===== src/rtl/snoop_pkg.sv =====
// Snoop handler package with line geometry, cache field types and snoop encodings
package snoop_pkg;

    // Line and beat geometry
    localparam int unsigned CL_WORDS       = 4;
    localparam int unsigned WORDS_PER_BEAT = 2;
    localparam int unsigned BEATS_PER_LINE = CL_WORDS / WORDS_PER_BEAT;
    localparam int unsigned WORD_W         = 32;
    localparam int unsigned BEAT_W         = WORD_W * WORDS_PER_BEAT;

    // Directory geometry
    localparam int unsigned SET_W = 6;
    localparam int unsigned TAG_W = 20;
    localparam int unsigned WAYS  = 4;

    typedef logic [SET_W-1:0]            set_t;
    typedef logic [TAG_W-1:0]            tag_t;
    // One bit per way, exactly one set on a hit
    typedef logic [WAYS-1:0]             way_t;
    typedef logic [$clog2(CL_WORDS)-1:0] word_idx_t;
    typedef logic [WORD_W-1:0]           word_t;
    typedef logic [BEAT_W-1:0]           beat_t;

    // Snoop operation, one-hot
    typedef struct packed {
        logic read_clean;
        logic read_not_shared_dirty;
        logic read_once;
        logic read_shared;
        logic read_unique;
        logic clean_invalid;
        logic clean_shared;
        logic make_invalid;
    } snoop_op_t;

    // Metadata returned for every snoop
    typedef struct packed {
        logic was_unique;
        logic is_shared;
        logic pass_dirty;
        logic left_dirty;
        logic data_transfer;
    } snoop_meta_t;

endpackage

===== src/rtl/snoop_wr_if.sv =====
// Word write channel from the snoop controller into the beat packer
`timescale 1ns/1ps

interface snoop_wr_if
    import snoop_pkg::*;
();

    logic  w;
    logic  wok;
    word_t wdata;
    // Marks the final word of a line
    logic  wlast;

    modport ctrl (
        output w,
        output wdata,
        output wlast,
        input  wok
    );

    modport pack (
        input  w,
        input  wdata,
        input  wlast,
        output wok
    );

endinterface


===== src/rtl/snoop_handler.sv =====
// Snoop handler top joining the controller, metadata buffer and beat packer
`timescale 1ns/1ps

module snoop_handler
    import snoop_pkg::*;
#(
    parameter int unsigned FIFO_DEPTH = 4
) (
    input  logic        clk_i,
    input  logic        rst_ni,

    // Snoop request with directory state of the line
    input  logic        req_valid_i,
    output logic        req_ready_o,
    input  snoop_op_t   req_op_i,
    input  set_t        req_set_i,
    input  tag_t        req_tag_i,
    input  way_t        req_way_i,
    input  logic        req_dir_valid_i,
    input  logic        req_dir_wback_i,
    input  logic        req_dir_dirty_i,
    input  logic        req_dir_shared_i,
    input  logic        req_dir_fetch_i,

    // Directory update
    output logic        dir_updt_o,
    output set_t        dir_updt_set_o,
    output way_t        dir_updt_way_o,
    output tag_t        dir_updt_tag_o,
    output logic        dir_updt_valid_o,
    output logic        dir_updt_wback_o,
    output logic        dir_updt_dirty_o,
    output logic        dir_updt_shared_o,
    output logic        dir_updt_fetch_o,

    // Data array read, word returns one cycle later
    output logic        data_read_o,
    output set_t        data_read_set_o,
    output way_t        data_read_way_o,
    output word_idx_t   data_read_word_o,
    input  word_t       data_read_data_i,

    // Snoop responses
    input  logic        snoop_rsp_meta_ready_i,
    output logic        snoop_rsp_meta_valid_o,
    output snoop_meta_t snoop_rsp_meta_o,
    input  logic        snoop_rsp_data_ready_i,
    output logic        snoop_rsp_data_valid_o,
    output beat_t       snoop_rsp_data_o,
    output logic        snoop_rsp_last_o
);

    logic        ctrl_idle;
    logic        meta_w;
    logic        meta_wok;
    snoop_meta_t meta_wdata;

    snoop_wr_if wr_if ();

    // New snoop only when nothing is left over from the last one
    assign req_ready_o = ctrl_idle && meta_wok && wr_if.wok;

    snoop_ctrl u_ctrl (
        .clk_i             (clk_i),
        .rst_ni            (rst_ni),
        .req_valid_i       (req_valid_i),
        .req_op_i          (req_op_i),
        .req_set_i         (req_set_i),
        .req_tag_i         (req_tag_i),
        .req_way_i         (req_way_i),
        .req_dir_valid_i   (req_dir_valid_i),
        .req_dir_wback_i   (req_dir_wback_i),
        .req_dir_dirty_i   (req_dir_dirty_i),
        .req_dir_shared_i  (req_dir_shared_i),
        .req_dir_fetch_i   (req_dir_fetch_i),
        .req_accept_i      (req_ready_o),
        .req_idle_o        (ctrl_idle),
        .meta_w_o          (meta_w),
        .meta_wok_i        (meta_wok),
        .meta_wdata_o      (meta_wdata),
        .data_read_o       (data_read_o),
        .data_read_set_o   (data_read_set_o),
        .data_read_way_o   (data_read_way_o),
        .data_read_word_o  (data_read_word_o),
        .data_read_data_i  (data_read_data_i),
        .dir_updt_o        (dir_updt_o),
        .dir_updt_set_o    (dir_updt_set_o),
        .dir_updt_way_o    (dir_updt_way_o),
        .dir_updt_tag_o    (dir_updt_tag_o),
        .dir_updt_valid_o  (dir_updt_valid_o),
        .dir_updt_wback_o  (dir_updt_wback_o),
        .dir_updt_dirty_o  (dir_updt_dirty_o),
        .dir_updt_shared_o (dir_updt_shared_o),
        .dir_updt_fetch_o  (dir_updt_fetch_o),
        .wr                (wr_if.ctrl)
    );

    snoop_meta_buf u_meta_buf (
        .clk_i   (clk_i),
        .rst_ni  (rst_ni),
        .w_i     (meta_w),
        .wok_o   (meta_wok),
        .wdata_i (meta_wdata),
        .r_i     (snoop_rsp_meta_ready_i),
        .rok_o   (snoop_rsp_meta_valid_o),
        .rdata_o (snoop_rsp_meta_o)
    );

    snoop_data_packer #(
        .FIFO_DEPTH (FIFO_DEPTH)
    ) u_packer (
        .clk_i   (clk_i),
        .rst_ni  (rst_ni),
        .wr      (wr_if.pack),
        .r_i     (snoop_rsp_data_ready_i),
        .rok_o   (snoop_rsp_data_valid_o),
        .rdata_o (snoop_rsp_data_o),
        .rlast_o (snoop_rsp_last_o)
    );

endmodule


===== src/rtl/snoop_data_packer.sv =====
// Packs access words into memory beats, queues them and flags the last beat of a line
`timescale 1ns/1ps

module snoop_data_packer
    import snoop_pkg::*;
#(
    parameter int unsigned FIFO_DEPTH = 2
) (
    input  logic     clk_i,
    input  logic     rst_ni,
    snoop_wr_if.pack wr,
    input  logic     r_i,
    output logic     rok_o,
    output beat_t    rdata_o,
    output logic     rlast_o
);

    localparam int unsigned PTR_W  = $clog2(FIFO_DEPTH);
    localparam int unsigned CNT_W  = $clog2(FIFO_DEPTH + 1);
    localparam int unsigned BCNT_W = $clog2(BEATS_PER_LINE);

    word_t             lo_q;
    logic              half_q;
    beat_t             mem_q [FIFO_DEPTH];
    beat_t             beat;
    logic [PTR_W-1:0]  wr_ptr_q, rd_ptr_q;
    logic [CNT_W-1:0]  cnt_q;
    logic [BCNT_W-1:0] beat_cnt_q;
    logic              word_take;
    logic              push;
    logic              pop;

    function automatic logic [PTR_W-1:0] ptr_inc(input logic [PTR_W-1:0] ptr);
        if (ptr == PTR_W'(FIFO_DEPTH - 1)) begin
            return '0;
        end
        return ptr + PTR_W'(1);
    endfunction

    // Room for one whole beat; a started beat always has its slot
    assign wr.wok    = cnt_q < CNT_W'(FIFO_DEPTH);
    assign word_take = wr.w && wr.wok;

    // A beat closes on its second word, or early when the line ends
    assign push = word_take && (half_q || wr.wlast);
    assign beat = half_q ? {wr.wdata, lo_q} : {{WORD_W{1'b0}}, wr.wdata};

    assign rok_o   = (cnt_q != '0);
    assign rdata_o = mem_q[rd_ptr_q];
    assign pop     = rok_o && r_i;
    assign rlast_o = (beat_cnt_q == BCNT_W'(BEATS_PER_LINE - 1));

    // Word 0 waits in the low half
    always_ff @(posedge clk_i or negedge rst_ni) begin
        if (!rst_ni) begin
            half_q <= 1'b0;
        end else if (word_take) begin
            half_q <= !push;
        end
    end

    always_ff @(posedge clk_i) begin
        if (word_take && !push) begin
            lo_q <= wr.wdata;
        end
        if (push) begin
            mem_q[wr_ptr_q] <= beat;
        end
    end

    always_ff @(posedge clk_i or negedge rst_ni) begin
        if (!rst_ni) begin
            wr_ptr_q <= '0;
            rd_ptr_q <= '0;
            cnt_q    <= '0;
        end else begin
            if (push) begin
                wr_ptr_q <= ptr_inc(wr_ptr_q);
            end
            if (pop) begin
                rd_ptr_q <= ptr_inc(rd_ptr_q);
            end
            case ({push, pop})
                2'b10:   cnt_q <= cnt_q + CNT_W'(1);
                2'b01:   cnt_q <= cnt_q - CNT_W'(1);
                default: cnt_q <= cnt_q;
            endcase
        end
    end

    // Position of the head beat within its line
    always_ff @(posedge clk_i or negedge rst_ni) begin
        if (!rst_ni) begin
            beat_cnt_q <= '0;
        end else if (pop) begin
            if (rlast_o) begin
                beat_cnt_q <= '0;
            end else begin
                beat_cnt_q <= beat_cnt_q + BCNT_W'(1);
            end
        end
    end

endmodule


===== src/rtl/snoop_meta_buf.sv =====
// One-entry registered buffer holding a snoop metadata response until taken
`timescale 1ns/1ps

module snoop_meta_buf
    import snoop_pkg::*;
(
    input  logic        clk_i,
    input  logic        rst_ni,
    input  logic        w_i,
    output logic        wok_o,
    input  snoop_meta_t wdata_i,
    input  logic        r_i,
    output logic        rok_o,
    output snoop_meta_t rdata_o
);

    logic        full_q;
    snoop_meta_t data_q;

    // Output comes from the register only, never straight from wdata_i
    assign wok_o   = !full_q;
    assign rok_o   = full_q;
    assign rdata_o = data_q;

    always_ff @(posedge clk_i or negedge rst_ni) begin
        if (!rst_ni) begin
            full_q <= 1'b0;
        end else if (w_i && wok_o) begin
            full_q <= 1'b1;
        end else if (r_i && rok_o) begin
            full_q <= 1'b0;
        end
    end

    always_ff @(posedge clk_i) begin
        if (w_i && wok_o) begin
            data_q <= wdata_i;
        end
    end

endmodule


===== src/rtl/snoop_ctrl.sv =====
// Snoop controller FSM with request capture, metadata, line reads and directory update
`timescale 1ns/1ps

module snoop_ctrl
    import snoop_pkg::*;
(
    input  logic        clk_i,
    input  logic        rst_ni,
    input  logic        req_valid_i,
    input  snoop_op_t   req_op_i,
    input  set_t        req_set_i,
    input  tag_t        req_tag_i,
    input  way_t        req_way_i,
    input  logic        req_dir_valid_i,
    input  logic        req_dir_wback_i,
    input  logic        req_dir_dirty_i,
    input  logic        req_dir_shared_i,
    input  logic        req_dir_fetch_i,
    input  logic        req_accept_i,
    output logic        req_idle_o,
    output logic        meta_w_o,
    input  logic        meta_wok_i,
    output snoop_meta_t meta_wdata_o,
    output logic        data_read_o,
    output set_t        data_read_set_o,
    output way_t        data_read_way_o,
    output word_idx_t   data_read_word_o,
    input  word_t       data_read_data_i,
    output logic        dir_updt_o,
    output set_t        dir_updt_set_o,
    output way_t        dir_updt_way_o,
    output tag_t        dir_updt_tag_o,
    output logic        dir_updt_valid_o,
    output logic        dir_updt_wback_o,
    output logic        dir_updt_dirty_o,
    output logic        dir_updt_shared_o,
    output logic        dir_updt_fetch_o,
    snoop_wr_if.ctrl    wr
);

    typedef enum logic [1:0] {
        S_IDLE,
        S_RD_FIRST,
        S_RD_NEXT,
        S_DIR_UPDT
    } state_e;

    state_e      state_q, state_d;
    word_idx_t   rd_word_q, rd_word_d;
    logic        active_q;
    logic        start;
    logic        no_data_updt;
    logic        eol;
    snoop_op_t   op_q;
    set_t        set_q;
    tag_t        tag_q;
    way_t        way_q;
    logic        wback_q, dirty_q, shared_q, fetch_q;

    // Ready is only offered once the first edge after reset has passed
    assign req_idle_o = (state_q == S_IDLE) && active_q;
    assign start      = req_valid_i && req_accept_i;
    assign meta_w_o   = start && meta_wok_i;

    // Clean and invalidate ops still update the entry when no data moves
    assign no_data_updt = req_dir_valid_i &&
        (req_op_i.clean_invalid || req_op_i.clean_shared || req_op_i.make_invalid);

    // Read index has wrapped once the last word of the line was read
    assign eol = (rd_word_q == '0);

    always_comb begin
        meta_wdata_o = '0;
        if (req_dir_valid_i) begin
            meta_wdata_o.was_unique = !req_dir_shared_i;
            unique case (1'b1)
                req_op_i.read_clean,
                req_op_i.read_not_shared_dirty,
                req_op_i.read_once,
                req_op_i.read_shared: begin
                    // Line stays here and keeps its dirty state
                    meta_wdata_o.is_shared     = 1'b1;
                    meta_wdata_o.left_dirty    = req_dir_dirty_i;
                    meta_wdata_o.data_transfer = 1'b1;
                end
                req_op_i.read_unique: begin
                    meta_wdata_o.pass_dirty    = req_dir_dirty_i;
                    meta_wdata_o.data_transfer = 1'b1;
                end
                req_op_i.clean_invalid: begin
                    meta_wdata_o.pass_dirty    = req_dir_dirty_i;
                    meta_wdata_o.data_transfer = req_dir_dirty_i;
                end
                req_op_i.clean_shared: begin
                    meta_wdata_o.is_shared     = 1'b1;
                    meta_wdata_o.pass_dirty    = req_dir_dirty_i;
                    meta_wdata_o.data_transfer = req_dir_dirty_i;
                end
                req_op_i.make_invalid: begin
                    // Entry is dropped without any data
                end
                default: begin
                    meta_wdata_o = '0;
                end
            endcase
        end
    end

    always_comb begin
        state_d           = state_q;
        rd_word_d         = rd_word_q;
        data_read_o       = 1'b0;
        wr.w              = 1'b0;
        wr.wlast          = 1'b0;
        dir_updt_o        = 1'b0;
        dir_updt_valid_o  = 1'b0;
        dir_updt_wback_o  = 1'b0;
        dir_updt_dirty_o  = 1'b0;
        dir_updt_shared_o = 1'b0;
        dir_updt_fetch_o  = 1'b0;

        case (state_q)
            S_IDLE: begin
                if (start) begin
                    if (meta_wdata_o.data_transfer) begin
                        state_d = S_RD_FIRST;
                    end else if (no_data_updt) begin
                        state_d = S_DIR_UPDT;
                    end
                end
            end
            S_RD_FIRST: begin
                if (wr.wok) begin
                    data_read_o = 1'b1;
                    rd_word_d   = rd_word_q + word_idx_t'(1);
                    state_d     = S_RD_NEXT;
                end
            end
            S_RD_NEXT: begin
                // Word read on the previous cycle goes to the packer now
                wr.w     = 1'b1;
                wr.wlast = eol;
                if (eol) begin
                    state_d = op_q.read_once ? S_IDLE : S_DIR_UPDT;
                end else if (rd_word_q[0] && wr.wok) begin
                    // Odd word completes the beat just started
                    data_read_o = 1'b1;
                    rd_word_d   = rd_word_q + word_idx_t'(1);
                end else begin
                    state_d = S_RD_FIRST;
                end
            end
            S_DIR_UPDT: begin
                dir_updt_o = 1'b1;
                state_d    = S_IDLE;
                if (op_q.read_clean || op_q.read_not_shared_dirty || op_q.read_shared) begin
                    dir_updt_valid_o  = 1'b1;
                    dir_updt_wback_o  = wback_q;
                    dir_updt_dirty_o  = dirty_q;
                    dir_updt_shared_o = 1'b1;
                    dir_updt_fetch_o  = fetch_q;
                end else if (op_q.clean_shared) begin
                    dir_updt_valid_o  = 1'b1;
                    dir_updt_wback_o  = wback_q;
                    dir_updt_shared_o = shared_q;
                    dir_updt_fetch_o  = fetch_q;
                end
                // read_unique, clean_invalid and make_invalid leave an invalid entry
            end
            default: begin
                state_d = S_IDLE;
            end
        endcase
    end

    always_ff @(posedge clk_i or negedge rst_ni) begin
        if (!rst_ni) begin
            state_q   <= S_IDLE;
            rd_word_q <= '0;
            active_q  <= 1'b0;
        end else begin
            state_q   <= state_d;
            rd_word_q <= rd_word_d;
            active_q  <= 1'b1;
        end
    end

    always_ff @(posedge clk_i) begin
        if (start) begin
            op_q     <= req_op_i;
            set_q    <= req_set_i;
            tag_q    <= req_tag_i;
            way_q    <= req_way_i;
            wback_q  <= req_dir_wback_i;
            dirty_q  <= req_dir_dirty_i;
            shared_q <= req_dir_shared_i;
            fetch_q  <= req_dir_fetch_i;
        end
    end

    assign wr.wdata         = data_read_data_i;
    assign data_read_set_o  = set_q;
    assign data_read_way_o  = way_q;
    assign data_read_word_o = rd_word_q;
    assign dir_updt_set_o   = set_q;
    assign dir_updt_way_o   = way_q;
    assign dir_updt_tag_o   = tag_q;

endmodule


===== config.mk =====
export PLATFORM = sky130hd
export DESIGN_NAME = snoop_handler
export DESIGN_NICKNAME = d
export VERILOG_FILES = /design/src/rtl/snoop_pkg.sv /design/src/rtl/snoop_wr_if.sv /design/src/rtl/snoop_handler.sv /design/src/rtl/snoop_data_packer.sv /design/src/rtl/snoop_meta_buf.sv /design/src/rtl/snoop_ctrl.sv
export SDC_FILE = /design/constraint.sdc
export NUM_CORES = 1
export LEC_CHECK = 0
export ABC_CLOCK_PERIOD_IN_PS = 3500
export BUFFER_PORTS_ARGS = -buffer_cell sky130_fd_sc_hd__buf_4
export CORE_MARGIN = 2
export CORE_UTILIZATION = 50
export DETAILED_ROUTE_END_ITERATION = 10
export PLACE_DENSITY = 0.76
export REMOVE_ABC_BUFFERS = 1
export SLEW_MARGIN = 15
export SYNTH_ARGS = -nofsm -noshare
export SYNTH_HDL_FRONTEND = slang
export SYNTH_HIERARCHICAL = 1
export SYNTH_SLANG_ARGS = --single-unit

===== constraint.sdc =====
create_clock -name clk_i -period 3.5 [get_ports clk_i]
set_input_delay 0.35 -clock clk_i [delete_from_list [all_inputs] [get_ports clk_i]]
set_output_delay 0.35 -clock clk_i [all_outputs]
set_load 0.05 [all_outputs]

==> results.ini <==
[cells_and_area]
nFillCells=1849
area_growth_pct=21.8
nNetsFinal=924
drive_above_1_share_pct=44.6
diodes=0

[setup_path]
crit_path_end=snoop_rsp_data_o[17]
crit_start=u_packer/rd_ptr_q[0]
start_kind=flop
arrival_ps=2380
critPathKind=reg -> out
cp.required_ps=3150
r2r_start=u_ctrl/state_q[0]
reg2reg_slack_ps=830
critPathCaptureType=primary output
rr_endpoint=u_packer/mem_q[2][50]
ff2ff_path_depth=7
crit_fanout=26

[global_route]
grt_pass1_wl_mm=39.3
grt_usage_pct=18.4
grt-ovfl-total=0
grt_pass1_vias=6875
grt_max_degree=67
antenna_found_initial=1

[timing]
finalHoldViolCount=0
rsz0062_at_grt=false
fmax_mhz=367
worstMarginPinSlew_ps=826
max-slew-margin-rel_pct=44.9
slew_viol_final=0
min_period_over_period_pct=77.9
finalClockSkew_ps=18.6
period_minus_slack_ps=2730
setup_slack_ps=775
setup_viol=0

[power_and_ir_drop]
power.leakage_uw=0.00585
cellPowerDensity_nw_per_um2=876
irDropWorstVdd_v=0.000400
totalPowerFinal_uw=14400

[synth]
synth.top_cells.by_area=edfxtp_1 74%, mux4_2 11%, mux2_2 3.1%, dfrtp_1 2.8%, buf_4 2.5%
syn_inst=628
ys_types=40
postSynth.asyncResetShare_pct=4.32
synthTopCellsByCount=332 x edfxtp_1, 64 x mux4_2, 44 x buf_4
netlist_area_um2=13500
synth_top_area_share_pct=73.9
ys_seq_elements=347
synth.largest_area_cell=edfxtp_1
syn-mean-instance-area_um2=21.5
synth-edff-count=332
yosysWarnings=6
seq_area_frac_synth_pct=76.7
ys.flop_type=edfxtp_1
yosysMostFrequentCell=edfxtp_1

[floorplanning]
fp.dieArea_um2=28300
ios=202
die_w_um=168
die_h_um=168
num_rows=60
initial_core_util_pct=50.4
core_area_um2=26700

[clocking]
clk_pin_slew_ps=60
clock_latency_ps=510
holdBufCountCts=11
clkSinkCount=347
post_cts_buffers=0
numCtsBuffers=36
tritoncts=done
htree_levels=2
clockBufferDepth=3
cts-root-buf=clkbuf_16
postCtsResizedCells=0

[placed_design]
pre_cts_ws_ps=807
portBuffers=201
place.gp.congestion=0.752
hpwlAfterDp_mm=16.2

[detailed_routing]
post_drt_wl_per_cell_um=21.3
first_iter_violations=516
drc=0
dr.pass1.iters=4
drt-vias-per-instance=5.34
wl_mm=25.6
vias=6408
ant_nets=0

[status]
status=completed

[min_path]
hold_start=req_dir_shared_i
holdCritPathClass=in -> reg

[flow_run]
drv_cap=0

-- state kept, by name, indices dropped and copies added (netlist names), 2 cells and up --
signal and count:
u_ctrl/data_read_way_o 4, u_ctrl/data_read_set_o 6, u_packer/wr_ptr_q 2, u_ctrl/state_q 2, u_meta_buf/rdata_o 5, u_ctrl/dir_updt_tag_o 20, u_ctrl/op_q 5, u_packer/cnt_q 3
u_packer/lo_q 32, u_ctrl/data_read_word_o 2, u_packer/mem_q 256, u_packer/rd_ptr_q 2
-- layout make-up --
cell class	count	area (µm²)	area share (%)
Tap cell	341	427	2.60
Multi-Input combinational cell	204	2650	16.1
Clock inverter	23	201	1.23
Inverter	14	52.6	0.320
Clock buffer	43	948	5.78
Sequential cell	347	10400	63.1
Timing Repair Buffer	228	1790	10.9
-- worst max-delay path, cell delays in order (launching register included) --
cell     delay, ps
dfrtp_4        750
buf_12         290
mux4_2         580
buf_4          220
-- where the power goes --
part | leakage [µW] | internal [µW] | switching (µW)
sequential | 0.00319 | 5230 | 209
clock | 0.000553 | 2170 | 1480
combinational | 0.00210 | 1880 | 3410
-- worst min path at each step --
stage                                 end  slack [ps]  cells after the start
6_report                  u_ctrl/shared_q          20                      1
5_1_grt         u_ctrl/data_read_set_o[2]        0.04                      1
4_1_cts         u_ctrl/data_read_set_o[1]           1                      1
3_5_place_dp   u_ctrl/data_read_word_o[0]         230                      1
3_3_place_gp             u_meta_buf/rok_o         220                      1
2_1_floorplan             u_ctrl/active_q          50                      0
-- cell usage in the layout, fill, tap and decap left out, types with 2 or more instances in the layout --
master and instances:
edfxtp_1 332, buf_4 213, mux4_2 64, clkbuf_16 37, mux2_2 37, and2_1 36, inv_1 14, ha_1 12
dfrtp_1 12, dlygate4sd3_1 11, clkinv_1 9, clkbuf_1 6, nor2_1 6, nand2_1 5, clkinv_2 4, nor2b_1 4
xnor2_1 4, and2_4 4, buf_12 4, and3_1 3, bufinv_16 3, clkinvlp_4 3, o21a_1 3, inv_6 2
clkinv_4 2, or3_1 2, mux2i_1 2, o21ai_0 2, dfrtp_2 2
-- routing by layer --
metal	vias up	track usage [%]	wire length, µm	share of wire, %
met5	-	0	0	0
met4	0	5.70	581	2.3
met3	39	4.87	1910	7.4
met2	262	31.0	12800	50
met1	3236	23.8	10300	40
li1	2871	-	-	-
-- logic make-up after synthesis --
| logic type | count (synthesis) | synth area share (%) |
|---|---|---|
| other | 1 | 0.0278 |
| XOR/XNOR | 5 | 0.325 |
| buffers and inverters | 77 | 3.74 |
| AND/OR/NAND/NOR | 67 | 2.98 |
| AO/OA/AOI/OAI | 15 | 1.00 |
| multiplexers | 103 | 13.9 |
| adder cells (fa/ha/maj) | 13 | 1.26 |
| flip-flops | 347 | 76.7 |
-- through the flow --
step | hold slack (ps) | area [µm²] | utilization (%) | setup TNS (ps) | std cells
finish | 23.3 | 16400 | 61.4 | 0 | 1200
global route | 0.0412 | 16400 | 61.4 | 0 | 1200
CTS | 1.04 | 16400 | 61.4 | 0 | 1200
detailed placement | 226 | 15200 | 56.7 | 0 | 1123
global placement | 224 | 15200 | 56.7 | 0 | 1123
floorplan | 54.4 | 13000 | - | -74050 | 565
Note: power is estimated with default switching activity, not from simulation.
